==> config.mk <==
export PLATFORM = sky130hd
export DESIGN_NAME = fpuExWide
export DESIGN_NICKNAME = d
export VERILOG_FILES = /design/src/verilog/fpuPkg.sv /design/src/verilog/fpuExWide.sv /design/src/verilog/fpuFormatUnit.sv /design/src/verilog/fpuIssue.sv /design/src/verilog/fpuNarrow.sv /design/src/verilog/fpuWiden.sv
export SDC_FILE = /design/constraint.sdc
export NUM_CORES = 1
export LEC_CHECK = 0
export BUFFER_PORTS_ARGS = -buffer_cell sky130_fd_sc_hd__buf_2
export CORE_MARGIN = 1
export CORE_UTILIZATION = 45
export CTS_BUF_LIST = sky130_fd_sc_hd__clkbuf_4
export CTS_CLUSTER_DIAMETER = 50
export CTS_CLUSTER_SIZE = 10
export DETAILED_ROUTE_END_ITERATION = 10
export PLACE_DENSITY = 0.85
export SYNTH_ARGS = -nofsm -noshare
export SYNTH_HDL_FRONTEND = slang
export SYNTH_SLANG_ARGS = --single-unit
==> constraint.sdc <==
create_clock -name clock -period 3.5 [get_ports clock]
set_clock_uncertainty 0.1 [all_clocks]
set_input_delay 0.175 -clock clock [delete_from_list [all_inputs] [get_ports clock]]
set_output_delay 0.175 -clock clock [all_outputs]
set_load 0.05 [all_outputs]
==> src/verilog/fpuPkg.sv <==
// FP execute slice definitions
`default_nettype none

package fpuPkg;

	// micro-op codes, low six bits of a command
	localparam logic [5:0] FpuOpNop   = 6'h00;
	localparam logic [5:0] FpuOpFpu3  = 6'h20;
	localparam logic [5:0] FpuOpFldcx = 6'h21;
	localparam logic [5:0] FpuOpFstcx = 6'h22;

	typedef enum logic [1:0] {
		CcAlways  = 2'b00,
		CcNever   = 2'b01,
		CcIfTrue  = 2'b10,
		CcIfFalse = 2'b11
	} fpuCcT;

	typedef struct packed {
		fpuCcT      cc;
		logic [5:0] opcode;
	} fpuCmdT;

	typedef struct packed {
		fpuCmdT      cmd;
		logic [8:0]  ixt;    // index / opcode extension
		logic [63:0] rs;
	} laneReqT;

	typedef struct packed {
		logic [5:0]  opcode;
		logic [8:0]  ixt;
		logic [63:0] rs;
		logic        enable; // predicate passed and no flush
	} issuedOpT;

	typedef enum logic [1:0] {
		FpuReady = 2'b00,
		FpuOk    = 2'b01,
		FpuHold  = 2'b10     // reserved for multi-cycle ops
	} fpuStatusT;

	// IEEE format fields
	localparam int ExpDouble  = 11;
	localparam int FracDouble = 52;
	localparam int BiasDouble = 1023;
	localparam int ExpSingle  = 8;
	localparam int FracSingle = 23;
	localparam int ExpHalf    = 5;
	localparam int FracHalf   = 10;

	// index mode codes for FLDCX / FSTCX
	localparam logic [3:0] FxCvtSingle = 4'h0;
	localparam logic [3:0] FxMove      = 4'h1;
	localparam logic [3:0] FxCvtHalf   = 4'h3;
	localparam logic [3:0] FxPack      = 4'h8;
	localparam logic [3:0] FxMoveFpu3  = 4'h4;

endpackage

`default_nettype wire

==> src/verilog/fpuExWide.sv <==
// Two-lane FP format slice
`default_nettype none

module fpuExWide import fpuPkg::*; #(
	parameter bit LaneBEnable = 1'b1
) (
	input  wire          clock,
	input  wire          reset,
	input  wire laneReqT laneA,
	input  wire laneReqT laneB,
	input  wire          statusT,
	input  wire          braFlush,
	input  wire          exHold,
	output logic [63:0]  result,
	output fpuStatusT    status
);

	issuedOpT issued; // latched command into the converters

	fpuIssue #(
		.LaneBEnable(LaneBEnable)
	) issueStage (
		.clock   (clock),
		.reset   (reset),
		.laneA   (laneA),
		.laneB   (laneB),
		.statusT (statusT),
		.braFlush(braFlush),
		.exHold  (exHold),
		.issued  (issued)
	);

	fpuFormatUnit formatUnit (
		.issued(issued),
		.result(result),
		.status(status)
	);

endmodule

`default_nettype wire

==> src/verilog/fpuFormatUnit.sv <==
// FP format conversion unit
`default_nettype none

module fpuFormatUnit import fpuPkg::*; (
	input  wire issuedOpT issued,
	output logic [63:0]   result,
	output fpuStatusT     status
);

	logic [31:0] srcWord;
	logic [63:0] s2dVal;
	logic [63:0] h2dVal;
	logic [31:0] d2sVal;
	logic [15:0] d2hVal;
	logic [63:0] cnvVal;
	logic        cnvKept;
	logic        doResult;

	// index bit 3 picks the upper word of Rs
	assign srcWord = issued.ixt[3] ? issued.rs[63:32] : issued.rs[31:0];

	fpuWiden #(
		.ExpWidth (ExpSingle),
		.FracWidth(FracSingle)
	) widenSingle (
		.narrow(srcWord),
		.wide  (s2dVal)
	);

	fpuWiden #(
		.ExpWidth (ExpHalf),
		.FracWidth(FracHalf)
	) widenHalf (
		.narrow(srcWord[15:0]),
		.wide  (h2dVal)
	);

	fpuNarrow #(
		.ExpWidth (ExpSingle),
		.FracWidth(FracSingle)
	) narrowSingle (
		.wide  (issued.rs),
		.narrow(d2sVal)
	);

	fpuNarrow #(
		.ExpWidth (ExpHalf),
		.FracWidth(FracHalf)
	) narrowHalf (
		.wide  (issued.rs),
		.narrow(d2hVal)
	);

	always_comb begin
		cnvVal  = '0;
		cnvKept = 1'b0;
		case (issued.opcode)
			FpuOpFldcx: begin
				// mode sits in bits 2..0 here
				cnvKept = 1'b1;
				case (issued.ixt[2:0])
					FxCvtSingle[2:0]: cnvVal = s2dVal;
					FxMove[2:0]:      cnvVal = issued.rs;
					FxCvtHalf[2:0]:   cnvVal = h2dVal;
					default:          cnvKept = 1'b0;
				endcase
			end
			FpuOpFstcx: begin
				cnvKept = 1'b1;
				case (issued.ixt[3:0])
					FxCvtSingle: cnvVal = {32'b0, d2sVal};
					FxMove:      cnvVal = issued.rs;
					FxCvtHalf:   cnvVal = {48'b0, d2hVal};
					FxPack:      cnvVal = {d2sVal, issued.rs[31:0]}; // above old low word
					default:     cnvKept = 1'b0;
				endcase
			end
			FpuOpFpu3: begin
				if (issued.ixt[3:0] == FxMoveFpu3) begin
					cnvKept = 1'b1;
					cnvVal  = issued.rs;
				end
			end
			default: begin
			end
		endcase
	end

	assign doResult = issued.enable && cnvKept;
	assign result   = doResult ? cnvVal : '0;
	assign status   = doResult ? FpuOk : FpuReady;

endmodule

`default_nettype wire

==> src/verilog/fpuIssue.sv <==
// FP command issue stage
`default_nettype none

module fpuIssue import fpuPkg::*; #(
	parameter bit LaneBEnable = 1'b1
) (
	input  wire          clock,
	input  wire          reset,
	input  wire laneReqT laneA,
	input  wire laneReqT laneB,
	input  wire          statusT,
	input  wire          braFlush,
	input  wire          exHold,
	output issuedOpT     issued
);

	logic        laneAFp;
	logic        laneBFp;
	logic        pickB;
	laneReqT     selReq;

	fpuCmdT      cmdL;
	logic [8:0]  ixtL;
	logic [63:0] rsL;
	logic        srTL;
	logic        flushL;
	logic        ccEnable;

	function automatic logic isFpOp(input logic [5:0] op);
		return (op == FpuOpFpu3) || (op == FpuOpFldcx) || (op == FpuOpFstcx);
	endfunction

	assign laneAFp = isFpOp(laneA.cmd.opcode);
	assign laneBFp = isFpOp(laneB.cmd.opcode);
	assign pickB   = LaneBEnable && laneBFp && !laneAFp; // lane A wins
	assign selReq  = pickB ? laneB : laneA;

	// command and flush state, reset to a nop that never executes
	always_ff @(posedge clock) begin
		if (reset) begin
			cmdL   <= '{cc: CcNever, opcode: FpuOpNop};
			flushL <= 1'b0;
		end else if (!exHold) begin
			cmdL.cc     <= selReq.cmd.cc;
			cmdL.opcode <= (laneAFp || pickB) ? selReq.cmd.opcode : FpuOpNop;
			flushL      <= braFlush;
		end
	end

	// operands ride along with the command
	always_ff @(posedge clock) begin
		if (!exHold) begin
			ixtL <= selReq.ixt;
			rsL  <= selReq.rs;
			srTL <= statusT;    // SR.T sampled with the command
		end
	end

	// predication from the condition code
	always_comb begin
		case (cmdL.cc)
			CcAlways: ccEnable = 1'b1;
			CcNever:  ccEnable = 1'b0;
			CcIfTrue: ccEnable = srTL;
			default:  ccEnable = !srTL;
		endcase
	end

	assign issued = '{
		opcode: cmdL.opcode,
		ixt:    ixtL,
		rs:     rsL,
		enable: !flushL && ccEnable
	};

endmodule

`default_nettype wire

==> src/verilog/fpuNarrow.sv <==
// Double to narrow float
`default_nettype none

module fpuNarrow import fpuPkg::*; #(
	parameter int ExpWidth  = 8,
	parameter int FracWidth = 23
) (
	input  wire  [63:0]                 wide,
	output logic [ExpWidth+FracWidth:0] narrow
);

	localparam int NarrowBias = (1 << (ExpWidth - 1)) - 1;
	localparam int AdjWidth   = ExpDouble + 2;     // room for sign and overflow

	localparam logic signed [AdjWidth-1:0] RebiasOfs = AdjWidth'(BiasDouble - NarrowBias);
	localparam logic signed [AdjWidth-1:0] ExpMax    = AdjWidth'((1 << ExpWidth) - 1);

	logic                       sign;
	logic [ExpDouble-1:0]       expIn;
	logic [FracDouble-1:0]      fracIn;
	logic [FracWidth-1:0]       fracTrunc;
	logic signed [AdjWidth-1:0] expAdj;

	assign sign      = wide[63];
	assign expIn     = wide[FracDouble +: ExpDouble];
	assign fracIn    = wide[FracDouble-1:0];
	assign fracTrunc = fracIn[FracDouble-1 -: FracWidth]; // low bits dropped
	assign expAdj    = $signed({2'b00, expIn}) - RebiasOfs;

	always_comb begin
		if (&expIn) begin
			// inf or NaN of the double
			narrow = {sign, {ExpWidth{1'b1}}, fracTrunc};
			if (fracIn != '0) begin
				// payload may sit below the kept bits
				narrow[FracWidth-1] = 1'b1;
			end
		end else if (expAdj >= ExpMax) begin
			narrow = {sign, {ExpWidth{1'b1}}, {FracWidth{1'b0}}}; // overflow to inf
		end else if (expAdj <= 0) begin
			narrow = {sign, {(ExpWidth + FracWidth){1'b0}}};   // underflow to zero
		end else begin
			narrow = {sign, expAdj[ExpWidth-1:0], fracTrunc};
		end
	end

endmodule

`default_nettype wire

==> src/verilog/fpuWiden.sv <==
// Narrow float to double
`default_nettype none

module fpuWiden import fpuPkg::*; #(
	parameter int ExpWidth  = 8,
	parameter int FracWidth = 23
) (
	input  wire  [ExpWidth+FracWidth:0] narrow,
	output logic [63:0]                 wide
);

	localparam int NarrowBias = (1 << (ExpWidth - 1)) - 1;
	localparam int PadWidth   = FracDouble - FracWidth;
	localparam logic [ExpDouble-1:0] RebiasOfs = ExpDouble'(BiasDouble - NarrowBias);

	logic                  sign;
	logic [ExpWidth-1:0]   expIn;
	logic [FracWidth-1:0]  fracIn;
	logic [FracDouble-1:0] fracOut;
	logic [ExpDouble-1:0]  expOut;

	assign sign    = narrow[ExpWidth+FracWidth];
	assign expIn   = narrow[FracWidth +: ExpWidth];
	assign fracIn  = narrow[FracWidth-1:0];
	assign fracOut = {fracIn, {PadWidth{1'b0}}}; // left aligned, exact
	assign expOut  = ExpDouble'(expIn) + RebiasOfs;

	always_comb begin
		if (expIn == '0) begin
			// zero, subnormals flush too
			wide = {sign, 63'b0};
		end else if (&expIn) begin
			wide = {sign, {ExpDouble{1'b1}}, fracOut};
			if (fracIn != '0) begin
				wide[FracDouble-1] = 1'b1; // NaN comes out quiet
			end
		end else begin
			wide = {sign, expOut, fracOut};
		end
	end

endmodule

`default_nettype wire
==> results_dict.tcl, run 1 <==
set metrics [dict create \
    end_kind "output port" \
    drcViolationCount 0 \
    antenna_found_initial 0 \
    die_x_um 121 \
    p_int_mw 1.61 \
    seqPwrFrac_pct 50.5 \
    ir_drop_uv 286 \
    worstSetupStartpointType "flip-flop" \
    synthDistinctLibCells 72 \
    crit_required_ns 3.22 \
    totalWireLength_um 27600 \
    yosys.area.top_type "edfxtp_1" \
    grt_pass1_wl_um 41400 \
    areaGrowthSynthToFinish_pct 54.0 \
    stdcell_count 1261 \
    ant_nets 0 \
    cts_max_level 3 \
    comb_power_share_pct 27.0 \
    clkPwrFrac_pct 22.5 \
    synth.top_cell.area_share_pct 32.3 \
    cts-buffers-inserted 9 \
    reg2reg_to "issueStage.flushL" \
    total_power_mw 2.43 \
    ys_seq_area_share_pct 35.1 \
    arrival_ns 3.14 \
    via_per_inst 6.24 \
    num_rows 43 \
    grt_max_degree 48 \
    ys_seq_elements 78 \
    insertion_delay_ns 0.47 \
    yosys-top-cells-area "edfxtp_1, mux2_2, o221ai_1, a21oi_1, nand2_1" \
    port_buffers 221 \
    dr_total_vias 7870 \
    syn_area_um2 6420 \
    worst_slew_pin_slew_ns 0.767 \
    worstSetupPathType "reg2out" \
    ys_warn_count 0 \
    drive_gt1_share_pct 38.0 \
    finalSetupViolations 0 \
    power.density_nw_per_um2 246 \
    core_region_area_um2 13900 \
    grt_overflow 0 \
    syn_inst 697 \
    drtIter0Drc 1264 \
    fmax_mhz 293 \
    tritoncts "built" \
    status "complete, but fails checks" \
    cap_violations 0 \
    yosysMostFrequentCell "mux2_2" \
    hold-path-endpoint "issueStage.cmdL[7]" \
    nNetsFinal 1247 \
    die_area_um2 14800 \
    clockBufferDepth 2 \
    p_sw_share_pct 33.6 \
    hold_path_depth 4 \
    diodes 0 \
    hp-class "in2reg" \
    die_h_um 121 \
    rrSetupSlack_ns 1.44 \
    cts_sinks 78 \
    ioPinCount 233 \
    synth_commonest_cells "mux2_2, edfxtp_1, nand2_1" \
    routabilityCongestion 1.03 \
    dr.pass1.iters 8 \
    cts_root_buf "clkbuf_4" \
    ys_async_sr_fraction_pct 0 \
    place_inst 1086 \
    avgSynthCellArea_um2 9.21 \
    slew_violations 0 \
    path_clk_slew_ns 0.14 \
    leakage_nw 3.97 \
    period_share_pct 97.7 \
    ys.flop_type "edfxtp_1" \
    routedWlPerCell_um 21.9 \
    dp_slack_ns 0.349 \
    final_util_pct 71.3 \
    grt_pass1_vias 7614 \
    fin_ws_ns 0.0817 \
    grt_usage_pct 37.4 \
    crit_path_max_fanout 8 \
    r2r_cells 4 \
    hold_viol 1 \
    dp_hpwl_um 18200 \
    reg2reg_from "issueStage.flushL" \
    syn-num-nets 868 \
    tns_ns 0 \
    relSlewSlack_pct 48.8 \
    hp-start "laneA[80]" \
    p_switching_mw 0.815 \
    whs_ns -0.00178 \
    synth_edf_count 69 \
    violations "negative hold slack" \
    initial_core_util_pct 46.3 \
    post-route-min-period_ns 3.42 \
]
-- timing repair --
| action | in CTS | in global routing |
|---|---|---|
| pin swaps | 0 | 5 |
| setup buffers | 3 | 10 |
| gates resized for setup | 11 | 20 |
| hold buffers | 146 | 0 |
| setup endpoints to repair | 44 | 43 |
| hold endpoints to repair | 76 | 0 |
-- power groups by stage --
stage | Combinational (mW) | Clock [mW] | Sequential (mW)
after floorplan | 0.286 | 0 | 1.18
after global placement | 0.450 | 0 | 1.24
after detailed placement | 0.458 | 0 | 1.24
after CTS | 0.602 | 0.533 | 1.22
after global routing | 0.695 | 0.589 | 1.23
final | 0.655 | 0.546 | 1.23
-- critical path: stages (launching register included) --
cell	delay (ns)
edfxtp_1	0.53
buf_4	0.19
a31oi_1	0.18
mux2i_1	0.11
o31a_1	0.25
or3_4	0.41
or4b_1	0.53
a311oi_2	0.27
buf_6	0.19
-- how the worst max path moves through the flow --
stage	startpoint	endpoint	slack (ns)	depth (start not counted)
final	issueStage.rsL[60]	result[9]	0.08	8
after floorplan	issueStage.issued[78]	result[54]	0.13	7
after detailed placement	issueStage.rsL[59]	result[9]	0.35	7
after CTS	issueStage.rsL[56]	result[9]	0.04	8
after global routing	issueStage.ixtL[2]	result[51]	-0.09	7
after global placement	issueStage.rsL[59]	result[9]	0.38	7
-- stage by stage --
| stage | area, um2 | hold slack (ns) |
|---|---|---|
| 3_3_place_gp | 8110 | 0.253 |
| 2_1_floorplan | 6420 | 0.144 |
| 5_1_grt | 9890 | 0.00967 |
| 3_5_place_dp | 8110 | 0.255 |
| 6_report | 9890 | -0.00178 |
| 4_1_cts | 9750 | 0.00428 |
-- registers in the layout, indices dropped and copies added, names as in the netlist --
register           count
issueStage.srTL        1
issueStage.rsL        64
issueStage.issued      6
issueStage.flushL      1
issueStage.ixtL        4
issueStage.cmdL        2
-- area by class of cell --
class / instances / area (um2)
fill: 1011 / 3990
multi-input combinational: 534 / 3910
timing repair buffer: 419 / 3250
sequential: 78 / 2250
tap: 180 / 225
inverter: 34 / 128
clock buffer: 9 / 67.6
clock inverter: 7 / 58.8
-- cells in the final DEF (no fill, tap or decap), types with 10 or more instances in the layout --
master         synthesis  final
clkbuf_4               0     10
nand4_1               11     11
a22oi_1               19     19
buf_12                 0     18
edfxtp_1              69     69
buf_2                 17    197
o21ai_0               25     24
mux2i_1               16     15
buf_4                  3     54
nand2_1               64     64
dlygate4sd3_1          0    146
inv_1                 33     32
o221ai_1              31     31
nor3_1                13     12
a21oi_1               48     46
nor2_1                39     38
nand3_1               31     29
mux2_2                86     86
-- cell families after synthesis --
| kind of cell | count (synthesis) | synth area share [%] |
|---|---|---|
| buffers and inverters | 85 | 5.48 |
| multiplexers | 102 | 17.6 |
| XOR/XNOR | 4 | 0.546 |
| other | 1 | 0.0584 |
| AND/OR/NAND/NOR | 232 | 19.4 |
| adder cells (fa/ha/maj) | 4 | 0.779 |
| flip-flops | 78 | 35.1 |
| AO/OA/AOI/OAI | 191 | 21.1 |
-- per-layer routing --
metal | vias to the layer above | GRT usage, % | wire length (um)
li1 | 3453 | - | -
met1 | 3682 | 47.2 | 10400
met2 | 620 | 61.0 | 13000
met3 | 115 | 8.98 | 3140
met4 | 0 | 15.2 | 1130
met5 | - | 0 | 0
Power figures use the tool's default switching activity.
==> run 2, diff against run 1 <==
- CAP_MARGIN: unset -> 5
- CTS_CLUSTER_SIZE: 10 -> unset
- clock period: 3.5 -> 3.7 ns (I/O delays scaled with it)
==> run 2 against run 1 <==
Effect of this change:
- the run now ends clean
- core utilization shrank 1.0 points
- register-to-register slack better by 0.89 ns
- clock power grew 11%
- count of clock-buffer cells in the layout stayed put
- hold slack improved by 0.070 ns
- die area did not move
- sequential cell count did not move
- total power is 2.5% lower
- final area shrank 1.5%
- setup slack better by 0.055 ns
- non-clock buffer count is 13 lower
==> results_dict.tcl, run 2 (synthesized netlist as in run 1, its figures left out) <==
set metrics [dict create \
    slew_violations 0 \
    slowest_stage "or4_4" \
    cts_root_buf "clkbuf_4" \
    drtIter0Drc 1160 \
    drcViolationCount 0 \
    ant_nets 0 \
    worst_slew_pin_slew_ns 0.742 \
    grt_overflow 0 \
    port_buffers 221 \
    cap_violations 0 \
    status "finished, final reports clean" \
    fmax_mhz 281 \
    end_kind "output port" \
    die_x_um 121 \
    drive_gt1_share_pct 36.6 \
    dp_hpwl_um 17800 \
    routedWlPerCell_um 22.1 \
    dr_total_vias 7824 \
    grt_usage_pct 38.1 \
    hp-class "in2reg" \
    grt_max_degree 48 \
    ioPinCount 233 \
    via_per_inst 6.26 \
    tritoncts "built" \
    stdcell_count 1249 \
    totalWireLength_um 27600 \
    regMostFlops "issueStage.rsL" \
    ir_drop_uv 239 \
    hold_viol 0 \
    leakage_nw 3.93 \
    post-route-min-period_ns 3.56 \
    arrival_ns 3.28 \
    final_util_pct 70.2 \
    place_inst 1079 \
    routabilityCongestion 1.00 \
    cts_max_level 3 \
    total_power_mw 2.37 \
    crit_required_ns 3.41 \
    insertion_delay_ns 0.47 \
    clockBufferDepth 2 \
    cts_sinks 78 \
    crit_path_max_fanout 9 \
    antenna_found_initial 1 \
    nNetsFinal 1234 \
    largest_reg_flops 64 \
    cts-buffers-inserted 9 \
    relSlewSlack_pct 49.8 \
    dr.pass1.iters 7 \
    path_buf_inv 2 \
    power.density_nw_per_um2 243 \
    die_h_um 121 \
    die_area_um2 14800 \
    layout_commonest_cell "buf_2" \
    core_region_area_um2 13900 \
    grt_pass1_vias 7718 \
    num_rows 43 \
    postLayoutCellArea_um2 9750 \
    crit_family "simple AND/OR/NAND/NOR gates" \
    worstSetupStartpointType "flip-flop" \
    grt_pass1_wl_um 42100 \
    initial_core_util_pct 46.3 \
    mostFrequentLayoutCells "buf_2, dlygate4sd3_1, mux2_2" \
    max_stage_delay_ns 0.61 \
    postPlaceCellArea_um2 8040 \
    whs_ns 0.0681 \
    finalSetupViolations 0 \
    areaGrowthSynthToFinish_pct 51.8 \
    period_share_pct 96.3 \
    worstSetupPathType "reg2out" \
    path_clk_slew_ns 0.19 \
    crit_chain "or4b_4 -> or4_4 -> a211oi_4 -> buf_4 -> a21o_1 -> a21oi_1 -> o221ai_1 -> buf_2" \
]
-- run 2: changes by cell type in the layout (fill, tap and decap cells not counted), moves of 2 or more --
cell,previous run,this run
buf_6,3,0
dlygate4sd3_1,146,144
inv_6,1,3
clkinv_4,3,1
buf_4,54,42
buf_2,197,202
-- run 2: worst paths after layout --
| check | start | cells after the start | end | slack, ns |
|---|---|---|---|---|
| max | issueStage.issued[76] | 8 | result[14] | 0.14 |
| min | laneB[74] | 5 | issueStage.issued[75] | 0.07 |
| max reg2reg | issueStage.issued[74] | 3 | issueStage.issued[74] | 2.33 |
| min reg2reg | issueStage.issued[78] | 1 | issueStage.issued[78] | 0.38 |
-- run 2: worst min-delay path: cells and delay by family --
family,cells,cell delay (ns)
buffers and inverters,2,0.18
AOI/OAI and AO/OA,2,0.17
and+or+nand+nor,1,0.08
-- run 2: per-layer routing --
layer	track usage, %	vias up	part of all wire, %
met5	0	-	0
met4	17.1	0	4.2
met3	8.83	127	11
met2	62.5	644	47
met1	47.3	3625	37
li1	-	3428	-
-- run 2: layout make-up --
cell class | instances | area, um2
fillers | 1013 | 4140
flip-flops and latches | 78 | 2250
multi-input cells | 534 | 3870
inverters | 34 | 128
clock buffers | 9 | 67.6
repair buffers | 406 | 3120
clock inverters | 7 | 87.6
well taps | 180 | 225
diodes | 1 | 2.50
-- run 2: report_power, final --
part	total (mW)	switching (mW)	leakage [nW]	internal, mW
Sequential	1.17	0.127	0.748	1.04
Combinational	0.598	0.271	3.09	0.327
Clock	0.604	0.381	0.0854	0.224
-- run 2: per-stage QoR --
stage          worst slack [ns]  setup TNS [ns]
2_1_floorplan             0.323               0
3_3_place_gp              0.540               0
3_5_place_dp              0.517               0
4_1_cts                  0.0114               0
5_1_grt                 -0.0125         -0.0125
6_report                  0.136               0
-- run 2: repair_timing --
action / 4_1_cts / 5_1_grt
setup endpoints to repair: 3 / 35
endpoints found under the hold margin: 78 / 0
gates resized for setup: 1 / 12
pin swaps: 0 / 1
buffers inserted: 3 / 6
hold buffers: 144 / 0
